## src/source/vertex_cfg.svh

```systemverilog
`ifndef VERTEX_CFG_SVH
`define VERTEX_CFG_SVH

// width of one element of the in-degree, out-degree and edge index arrays
`define VERTEX_BITS 32

// elements carried by one cacheline
`define VERTICES_PER_LINE 4

// byte address width of the read port
`define ADDR_BITS 32

// vertex counts and vertex ids
`define COUNT_BITS 16

// entries in the output vertex FIFO
`define QUEUE_DEPTH 8

`endif

```

## src/source/vertex_pkg.sv

```systemverilog
`default_nettype none

`include "vertex_cfg.svh"

package vertex_pkg;

	////////////////////////////////////////////////////////////////////////////
	// widths
	////////////////////////////////////////////////////////////////////////////
	typedef logic [`VERTEX_BITS-1:0] vertex_word_t;
	typedef logic [`VERTICES_PER_LINE*`VERTEX_BITS-1:0] cacheline_t; // element 0 in the low bits
	typedef logic [`ADDR_BITS-1:0] addr_t;
	typedef logic [`COUNT_BITS-1:0] count_t;
	typedef logic [$clog2(`VERTICES_PER_LINE+1)-1:0] line_count_t; // 0 .. VERTICES_PER_LINE

	////////////////////////////////////////////////////////////////////////////
	// enums
	////////////////////////////////////////////////////////////////////////////
	typedef enum logic [1:0] {
		in_degree,
		out_degree,
		edges_idx
	} vertex_array_t;

	typedef enum logic [1:0] {
		idle,
		check,
		issue,
		wait_batch
	} req_state_t;

	////////////////////////////////////////////////////////////////////////////
	// bundles
	////////////////////////////////////////////////////////////////////////////
	typedef struct packed {
		count_t num_vertices;
		addr_t  in_degree_base;  // 16 byte aligned
		addr_t  out_degree_base;
		addr_t  edges_idx_base;
	} job_t;

	typedef struct packed {
		addr_t         address;
		vertex_array_t array;
		line_count_t   count; // real vertices in this batch
	} read_req_t;

	typedef struct packed {
		vertex_array_t array;
		line_count_t   count; // echoed from the request
		cacheline_t    data;
	} read_resp_t;

	typedef struct packed {
		count_t       id;
		vertex_word_t in_degree;
		vertex_word_t out_degree;
		vertex_word_t edges_idx;
	} vertex_t;

endpackage

`default_nettype wire

```

## src/source/vertex_request_gen.sv

```systemverilog
`timescale 1ns/1ns
`default_nettype none

`include "vertex_cfg.svh"

module vertex_request_gen import vertex_pkg::*; (
	input  wire            clock,
	input  wire            rstn,
	input  wire job_t      job,
	input  wire            job_valid,
	output logic           job_ready,
	input  wire            room,
	input  wire            batch_done,
	output read_req_t      read_req,
	output logic           read_req_valid,
	input  wire            read_req_ready,
	output logic           job_start
);

	localparam int line_bytes = `VERTICES_PER_LINE * `VERTEX_BITS / 8;

	req_state_t    state, next_state;
	job_t          job_r;
	count_t        remaining;   // vertices not yet covered by a finished batch
	addr_t         offset;      // byte offset of the current batch
	vertex_array_t array_sel;
	line_count_t   batch_count;
	addr_t         base;
	logic          req_done;    // request handshake

	assign job_ready = (state == idle);
	assign job_start = job_valid && job_ready;
	assign read_req_valid = (state == issue);
	assign req_done = read_req_valid && read_req_ready;

	// last batch may be short
	assign batch_count = (remaining >= count_t'(`VERTICES_PER_LINE)) ?
		line_count_t'(`VERTICES_PER_LINE) : line_count_t'(remaining);

	////////////////////////////////////////////////////////////////////////////
	// state machine
	////////////////////////////////////////////////////////////////////////////
	always_comb begin
		next_state = state;
		case (state)
			idle: begin
				if (job_valid) begin
					// skip check when the queue already has space
					if (job.num_vertices != '0 && room)
						next_state = issue;
					else
						next_state = check;
				end
			end
			check: begin
				if (remaining == '0)
					next_state = idle; // empty job
				else if (room)
					next_state = issue;
			end
			issue: begin
				if (req_done && array_sel == edges_idx)
					next_state = wait_batch;
			end
			wait_batch: begin
				if (batch_done)
					next_state = (remaining == count_t'(batch_count)) ? idle : check;
			end
			default: next_state = idle;
		endcase
	end

	always_ff @(posedge clock or negedge rstn) begin
		if (~rstn) begin
			state     <= idle;
			remaining <= '0;
			offset    <= '0;
			array_sel <= in_degree;
		end else begin
			state <= next_state;
			if (job_start) begin
				remaining <= job.num_vertices;
				offset    <= '0;
				array_sel <= in_degree;
			end
			if (req_done) begin
				case (array_sel)
					in_degree:  array_sel <= out_degree;
					out_degree: array_sel <= edges_idx;
					default:    array_sel <= in_degree; // wraps for the next batch
				endcase
			end
			if (state == wait_batch && batch_done) begin
				remaining <= remaining - count_t'(batch_count);
				offset    <= offset + addr_t'(line_bytes);
			end
		end
	end

	always_ff @(posedge clock) begin
		if (job_start)
			job_r <= job;
	end

	////////////////////////////////////////////////////////////////////////////
	// request forming
	////////////////////////////////////////////////////////////////////////////
	always_comb begin
		case (array_sel)
			in_degree:  base = job_r.in_degree_base;
			out_degree: base = job_r.out_degree_base;
			default:    base = job_r.edges_idx_base;
		endcase
		read_req.address = base + offset;
		read_req.array   = array_sel;
		read_req.count   = batch_count;
	end

endmodule

`default_nettype wire

```

## src/source/cacheline_gather.sv

```systemverilog
`timescale 1ns/1ns
`default_nettype none

module cacheline_gather import vertex_pkg::*; (
	input  wire              clock,
	input  wire              rstn,
	input  wire read_resp_t  read_resp,
	input  wire              read_resp_valid,
	input  wire              batch_done,
	output cacheline_t       in_degree_line,
	output cacheline_t       out_degree_line,
	output cacheline_t       edges_idx_line,
	output line_count_t      count,
	output logic             lines_valid
);

	logic [2:0] arrived; // one flag per array, indexed by vertex_array_t

	// all three lines of the batch are in
	assign lines_valid = &arrived;

	always_ff @(posedge clock or negedge rstn) begin
		if (~rstn) begin
			arrived <= '0;
		end else begin
			if (batch_done)
				arrived <= '0; // next batch not requested yet, no overlap
			else if (read_resp_valid)
				arrived[read_resp.array] <= 1'b1;
		end
	end

	////////////////////////////////////////////////////////////////////////////
	// line registers, responses come back in any order
	////////////////////////////////////////////////////////////////////////////
	always_ff @(posedge clock) begin
		if (read_resp_valid) begin
			case (read_resp.array)
				in_degree:  in_degree_line  <= read_resp.data;
				out_degree: out_degree_line <= read_resp.data;
				default:    edges_idx_line  <= read_resp.data;
			endcase
			count <= read_resp.count; // same on all three
		end
	end

endmodule

`default_nettype wire

```

## src/source/vertex_unpack.sv

```systemverilog
`timescale 1ns/1ns
`default_nettype none

`include "vertex_cfg.svh"

module vertex_unpack import vertex_pkg::*; (
	input  wire              clock,
	input  wire              rstn,
	input  wire              job_start,
	input  wire              lines_valid,
	input  wire cacheline_t  in_degree_line,
	input  wire cacheline_t  out_degree_line,
	input  wire cacheline_t  edges_idx_line,
	input  wire line_count_t count,
	output logic             batch_done,
	output logic             push,
	output vertex_t          vertex
);

	logic         running;  // one candidate per cycle while set
	line_count_t  shift;    // element within the batch
	count_t       next_id;  // id within the job
	vertex_word_t in_word;
	vertex_word_t out_word;
	vertex_word_t edges_word;

	// element k of each line
	assign in_word    = in_degree_line[shift*`VERTEX_BITS +: `VERTEX_BITS];
	assign out_word   = out_degree_line[shift*`VERTEX_BITS +: `VERTEX_BITS];
	assign edges_word = edges_idx_line[shift*`VERTEX_BITS +: `VERTEX_BITS];

	////////////////////////////////////////////////////////////////////////////
	// batch walk
	////////////////////////////////////////////////////////////////////////////
	always_ff @(posedge clock or negedge rstn) begin
		if (~rstn) begin
			running    <= 1'b0;
			shift      <= '0;
			next_id    <= '0;
			push       <= 1'b0;
			batch_done <= 1'b0;
		end else begin
			// isolated vertices never reach the queue
			push       <= running && (in_word != '0 || out_word != '0);
			batch_done <= 1'b0;
			if (job_start)
				next_id <= '0;
			if (running) begin
				next_id <= next_id + 1'b1; // dropped ones count too
				shift   <= shift + 1'b1;
				if (shift + 1'b1 == count) begin
					running    <= 1'b0;
					batch_done <= 1'b1;
				end
			end else if (lines_valid && !batch_done) begin
				// lines stay valid during the done pulse
				running <= 1'b1;
				shift   <= '0;
			end
		end
	end

	always_ff @(posedge clock) begin
		if (running) begin
			vertex.id         <= next_id;
			vertex.in_degree  <= in_word;
			vertex.out_degree <= out_word;
			vertex.edges_idx  <= edges_word;
		end
	end

endmodule

`default_nettype wire

```

## src/source/vertex_job_queue.sv

```systemverilog
`timescale 1ns/1ns
`default_nettype none

`include "vertex_cfg.svh"

module vertex_job_queue import vertex_pkg::*; (
	input  wire          clock,
	input  wire          rstn,
	input  wire          push,
	input  wire vertex_t vertex_in,
	output logic         room,
	output vertex_t      vertex,
	output logic         vertex_valid,
	input  wire          vertex_ready
);

	localparam int ptr_bits = $clog2(`QUEUE_DEPTH);
	localparam int used_bits = $clog2(`QUEUE_DEPTH + 1);

	vertex_t              mem [`QUEUE_DEPTH];
	logic [ptr_bits-1:0]  wr_ptr;
	logic [ptr_bits-1:0]  rd_ptr;
	logic [used_bits-1:0] used;    // occupancy
	logic                 do_push;
	logic                 do_pop;

	assign vertex_valid = (used != '0);
	assign vertex = mem[rd_ptr]; // head visible the cycle after the write
	assign do_pop = vertex_valid && vertex_ready;
	assign do_push = push && (used != used_bits'(`QUEUE_DEPTH));

	// space for one more full batch
	assign room = (`QUEUE_DEPTH - int'(used)) >= `VERTICES_PER_LINE;

	////////////////////////////////////////////////////////////////////////////
	// pointers and count
	////////////////////////////////////////////////////////////////////////////
	always_ff @(posedge clock or negedge rstn) begin
		if (~rstn) begin
			wr_ptr <= '0;
			rd_ptr <= '0;
			used   <= '0;
		end else begin
			if (do_push)
				wr_ptr <= (wr_ptr == ptr_bits'(`QUEUE_DEPTH - 1)) ? '0 : wr_ptr + 1'b1;
			if (do_pop)
				rd_ptr <= (rd_ptr == ptr_bits'(`QUEUE_DEPTH - 1)) ? '0 : rd_ptr + 1'b1;
			if (do_push && !do_pop)
				used <= used + 1'b1;
			else if (do_pop && !do_push)
				used <= used - 1'b1;
		end
	end

	always_ff @(posedge clock) begin
		if (do_push)
			mem[wr_ptr] <= vertex_in;
	end

endmodule

`default_nettype wire

```

## src/source/vertex_job_control.sv

```systemverilog
`timescale 1ns/1ns
`default_nettype none

module vertex_job_control import vertex_pkg::*; (
	input  wire             clock,
	input  wire             rstn,
	input  wire job_t       job,
	input  wire             job_valid,
	output logic            job_ready,
	output read_req_t       read_req,
	output logic            read_req_valid,
	input  wire             read_req_ready,
	input  wire read_resp_t read_resp,
	input  wire             read_resp_valid,
	output vertex_t         vertex,
	output logic            vertex_valid,
	input  wire             vertex_ready
);

	logic        job_start;
	logic        room;
	logic        batch_done;
	logic        lines_valid;
	cacheline_t  in_degree_line;
	cacheline_t  out_degree_line;
	cacheline_t  edges_idx_line;
	line_count_t line_count;
	logic        push;
	vertex_t     unpacked_vertex;

	////////////////////////////////////////////////////////////////////////////
	// requests, gather, unpack, queue
	////////////////////////////////////////////////////////////////////////////
	vertex_request_gen request_gen (
		.clock          (clock),
		.rstn           (rstn),
		.job            (job),
		.job_valid      (job_valid),
		.job_ready      (job_ready),
		.room           (room),
		.batch_done     (batch_done),
		.read_req       (read_req),
		.read_req_valid (read_req_valid),
		.read_req_ready (read_req_ready),
		.job_start      (job_start)
	);

	cacheline_gather gather (
		.clock           (clock),
		.rstn            (rstn),
		.read_resp       (read_resp),
		.read_resp_valid (read_resp_valid),
		.batch_done      (batch_done),
		.in_degree_line  (in_degree_line),
		.out_degree_line (out_degree_line),
		.edges_idx_line  (edges_idx_line),
		.count           (line_count),
		.lines_valid     (lines_valid)
	);

	vertex_unpack unpack (
		.clock           (clock),
		.rstn            (rstn),
		.job_start       (job_start),
		.lines_valid     (lines_valid),
		.in_degree_line  (in_degree_line),
		.out_degree_line (out_degree_line),
		.edges_idx_line  (edges_idx_line),
		.count           (line_count),
		.batch_done      (batch_done),
		.push            (push),
		.vertex          (unpacked_vertex)
	);

	vertex_job_queue queue (
		.clock        (clock),
		.rstn         (rstn),
		.push         (push),
		.vertex_in    (unpacked_vertex),
		.room         (room),
		.vertex       (vertex),
		.vertex_valid (vertex_valid),
		.vertex_ready (vertex_ready)
	);

endmodule

`default_nettype wire

```

## config.mk

```make
export PLATFORM = sky130hd
export DESIGN_NAME = vertex_job_control
export DESIGN_NICKNAME = d
export VERILOG_FILES = /design/src/source/vertex_pkg.sv /design/src/source/vertex_request_gen.sv /design/src/source/cacheline_gather.sv /design/src/source/vertex_unpack.sv /design/src/source/vertex_job_queue.sv /design/src/source/vertex_job_control.sv
export VERILOG_INCLUDE_DIRS = /design/src /design/src/source
export SDC_FILE = /design/constraint.sdc
export NUM_CORES = 2
export LEC_CHECK = 0
export BUFFER_PORTS_ARGS = -buffer_cell sky130_fd_sc_hd__clkbuf_2
export CORE_UTILIZATION = 54
export CTS_CLUSTER_DIAMETER = 120
export DETAILED_ROUTE_END_ITERATION = 10
export PLACE_DENSITY = 0.81
export RECOVER_POWER = 50
export SLEW_MARGIN = 20
export SYNTH_ARGS = -nofsm -noshare
export SYNTH_HDL_FRONTEND = slang
export SYNTH_SLANG_ARGS = --single-unit
```

## constraint.sdc

```tcl
create_clock -name clock -period 9.29 [get_ports clock]
set_input_delay 1.858 -clock clock [delete_from_list [all_inputs] [get_ports clock]]
set_output_delay 1.858 -clock clock [all_outputs]
set_load 0.01 [all_outputs]
```

Word-level counts from Yosys, hierarchy flattened:

Memory sizes are Yosys's and may differ from the RTL's.
Cells that the tools add are included.

* register bits after elaboration: 682
* RAM bits: 896
* input bits: 251
* memories: 1

Memory list
* queue.mem: words 8, width 112, read ports 1, clocked after Yosys merged registers in 0, write ports 1, RTL line vertex_job_queue.sv:20 `` vertex_t mem [`QUEUE_DEPTH]; ``

* $add $sub $neg: 10
* order comparisons: 4
* equality and inequality tests: 15
* shifts and indexed selects: 3
* multiplexer cells: 36
* bitwise operators: 2
* reductions and logical operators: 36

Operator list (count)
* 128-bit by 9-bit variable part select with 32-bit output: 3
* 16-bit two-way mux: 4
* 32-bit two-way mux: 2
* 32-bit one-hot mux with 2 select lines: 1
* 32-bit nonzero test: 2
* 32-bit adder: 1
* 32-bit by 5-bit adder with 32-bit output (second input constant): 1
* 32-bit by 4-bit greater-or-equal comparator with 1-bit output (second input constant): 1
* 3-bit two-way mux: 7
* 16-bit by 1-bit adder with 16-bit output (second input constant): 1
* 16-bit by 3-bit equality test with 1-bit output: 1
* 16-bit by 3-bit greater-or-equal comparator with 1-bit output (second input constant): 1
* 16-bit zero test: 1
* 2-bit two-way mux: 8
* 16-bit nonzero test: 1
* 16-bit by 3-bit subtractor with 16-bit output: 1
* 1-bit logical AND: 12
* 2-bit nonzero test: 6
* 3-bit by 1-bit adder with 3-bit output (second input constant): 3
* 1-bit two-way mux: 9
* 4-bit two-way mux: 2
* 2-bit one-hot mux with 4 select lines: 1
* 2-bit by 1-bit equality test with 1-bit output (second input constant): 3
* 2-bit equality test (second input constant): 3
* 23 further kinds: 31

Longest topological paths before layout:

* word-level depth: 7
* gate-level depth with buffers: 12

Modules after synthesis:

From an unflattened synthesis, not the netlist that was laid out.

* cell total of the unflattened synthesis: 2886
* area, all modules: 61207.5 µm²

By module, submodules not included
* vertex_job_queue: instances 1, cells each 1362, area each 34667.0 µm², sequential area each 27156.0 µm²
* cacheline_gather: instances 1, cells each 399, area each 11766.3 µm², sequential area each 11696.2 µm²
* vertex_unpack: instances 1, cells each 464, area each 7433.4 µm², sequential area each 3913.8 µm²
* vertex_request_gen: instances 1, cells each 661, area each 7340.8 µm², sequential area each 4083.9 µm²

Worst setup path after synthesis:

Ideal clock, no wire load.

* kind: input -> register
* from: in read_resp[131] in the netlist's numbering
* to: reg gather.in_degree_line[0] (enable)
* library setup time: 0.803 ns
* data arrival time: 11.211 ns
* data required time: 8.487 ns
* setup slack: -2.725 ns
* stages on the path: 1
* path buffers: 0
* cells stage by stage: nor3b_1

* word-level cells in the longest chain between the ends: 2

RTL lines
* start, declared: RTL line vertex_job_control.sv:13 `input wire read_resp_t read_resp,`
* 2-bit zero test: RTL line cacheline_gather.sv:38 `case (read_resp.array)`
* 2-bit AND reduction (no line)
* end signal, assigned: RTL line cacheline_gather.sv:39 `in_degree: in_degree_line <= read_resp.data;`
* end, declared: RTL line cacheline_gather.sv:10 `output cacheline_t in_degree_line,`

Every way passes these cells.
A chain may end at the register's enable or synchronous reset.

==> flow_summary.toml <==
[clock_tree]
h-tree-depth = 4
cts_resized = 0
cts_buffers = 153
cts_setup_buffers = 0
cts.sinks = 1574
clockBufferDepth = 3
cts_root_buf = "clkbuf_16"
cts_hold_buf = 0
clock_latency_ns = 0.77
clk_pin_slew_ns = 0.06
tritoncts = "built"

[setup_path]
slowest_stage = "clkbuf_1"
path_cells = "clkbuf_1 -> mux4_2 -> mux2_2 -> clkbuf_2"
cp-end-kind = "primary output"
critical_path_class = "flip-flop to primary output"
rr_startpoint = "unpack.running$_DFF_PN0_"
slowest_delay_ns = 2.62
path_max_fanout = 45
startpoint = "queue.rd_ptr[0]$_DFFE_PN0P_"
cp-start-kind = "flip-flop"
arrival_ns = 5.41
required_ns = 7.43

[yosys]
ys.flop_type = "edfxtp_1"
syn_nets = 3191
synth_seq_cells = 1574
syn_inst = 2901
yosysSeqAreaShare_pct = 77.2
netlist_area_mm2 = 0.0607
yosysUniqueCellTypes = 72
synth_edf_count = 1491
yosysWarnings = 0
async_flop_share_pct = 5.27
avgSynthCellArea_um2 = 20.9

[pwr]
vdd_drop_max_mv = 0.293
total_power_uw = 24500
leakage_uw = 0.0229
powerDensity_mw_per_mm2 = 355

[timing]
holdWs_ns = 0.500
fmax_ghz = 0.138
grt_setup_unrepaired = "no"
clock_skew_ns = 0.0458
worst_pin_slew_ns = 6.66
finalSetupViolations = 0
relSlewSlack_pct = -344
tns_ns = 0
finalHoldViolCount = 0
min_period_over_period_pct = 78.3
fin_crit_ns = 7.27
drv_slew = 491

[global_routing]
grt_start_max_net_pins = 130
grt_pass1_wl_um = 209000
overflow = 0
grt_pass1_vias = 30900
antenna_found_initial = 36
grt_use_total_pct = 25.7

[floorplan]
design.core.area_mm2 = 0.111
fp-row-count = 122
chipHeight_um = 337
pin_count = 403
die_area_mm2 = 0.114
start_util_pct = 54.7
chipWidth_um = 337

[route]
route.detailed.drc = 0
viasPerCell = 6.16
wirelength_um = 145000
wire_per_inst_um = 29.1
antenna_left = 0
dr.pass1.iters = 5
vias = 30800
drt-initial-drc-count = 3603

[status]
violations = "capacitance limit, slew limit"
outcome = "finished, violations left"

[placement]
hpwl_um = 88600
port_buffers = 402
place_congestion = 0.880
dp_cells = 4706
place_area_mm2 = 0.0645

[final_layout]
layout_commonest_cell = "edfxtp_1"
fillers = 7385
drive_gt1_share_pct = 27.7
multi_input_area_mm2 = 0.0133
nets = 3663
final_area_mm2 = 0.0692
register_area_mm2 = 0.0469
layoutNonFillerInstCount = 4997
layout_common_cells = "edfxtp_1, mux4_2, clkbuf_2"
synthToLayoutAreaGrowth_pct = 14.0

[hold_path]
min_from = "gather.arrived[0]$_DFFE_PN0P_"
hp-class = "flip-flop to flip-flop"

[run]
max_cap_violations = 9
## cells by family (layout without fill, tap and decap cells)
family                   Yosys count  after routing  synth area share (%)
multiplexers                     476            476                  14.7
other                              1             15               0.00618
AND/OR/NAND/NOR                  424            424                  3.62
adder cells (fa/ha/maj)           39             39                 0.816
XOR/XNOR                          37             37                 0.534
AO/OA/AOI/OAI                    210            210                  2.17
buffers and inverters            140            734                 0.971
flip-flops                      1574           1574                  77.2
## per-layer routing
| metal | part of all wire [%] | track usage (%) | wire length, um |
|---|---|---|---|
| met5 | 0.19 | 0 | 276 |
| met4 | 3.2 | 9.20 | 4660 |
| met3 | 9.9 | 6.11 | 14300 |
| met2 | 50 | 42.1 | 72700 |
| met1 | 37 | 33.8 | 53300 |
## power breakdown
part,leakage [uW],switching [uW],internal [uW],total [uW]
logic,0.00572,4220,3100,7320
registers,0.0148,1250,10000,11300
clock network,0.00236,2660,3290,5960
## per-stage QoR
stage	worst slack (ns)	util, %
3_3_place_gp	3.91	58.1
5_1_grt	1.49	62.3
4_1_cts	3.04	62.5
6_report	2.02	62.3
2_1_floorplan	0.113	-
3_5_place_dp	3.84	58.1
## sequential cells by signal, summed over array words and instances (netlist names), 2 cells and up
signal / count
queue.mem: 896
gather.edges_idx_line: 128
gather.in_degree_line: 128
gather.out_degree_line: 128
unpack.vertex: 112
request_gen.job_r: 96
request_gen.offset: 28
request_gen.remaining: 16
unpack.next_id: 16
queue.used: 4
gather.arrived: 3
gather.count: 3
queue.rd_ptr: 3
queue.wr_ptr: 3
unpack.shift: 3
request_gen.array_sel: 2
request_gen.state: 2
## final cells by class
class | instances | share of cell area (%)
flip-flops and latches | 1574 | 67.8
multi-input cells | 1187 | 19.3
clock buffers | 187 | 5.82
repair buffers | 442 | 3.17
well taps | 1488 | 2.69
clock inverters | 90 | 1.15
inverters | 15 | 0.0832
diodes | 14 | 0.0506
## cell usage after synthesis (all sizes together) (24+ instances only)
| master | n | area (um^2) |
|---|---|---|
| nand2 | 117 | 439 |
| mux4 | 320 | 7210 |
| dfrtp | 83 | 2080 |
| clkbuf | 71 | 267 |
| mux2 | 115 | 1290 |
| o21ai | 90 | 450 |
| nor3 | 24 | 125 |
| a21oi | 31 | 155 |
| nand3 | 35 | 180 |
| mux2i | 41 | 410 |
| buf | 54 | 267 |
| nor2b | 102 | 641 |
| nor2 | 55 | 206 |
| ha | 38 | 475 |
| edfxtp | 1491 | 44800 |
## path summary, 6_finish.rpt
path	end	slack (ns)	depth (start not counted)
min in group asynchronous	request_gen.remaining[5]$_DFFE_PN0P_	1.57	1
min reg2reg	gather.arrived[0]$_DFFE_PN0P_	0.50	2
min	gather.arrived[0]$_DFFE_PN0P_	0.50	2
max reg2reg	unpack.vertex[13]$_DFFE_PP_	3.77	2
max in group asynchronous	queue.rd_ptr[2]$_DFFE_PN0P_	3.14	2
max	vertex[2]	2.02	4
## critical path: cells and delay by family (launching register included)
kind     cells  cell delay [ns]
buf+inv      2             2.77
mux          2             1.23
flops        1             0.60
Power figures use the tool's default switching activity.
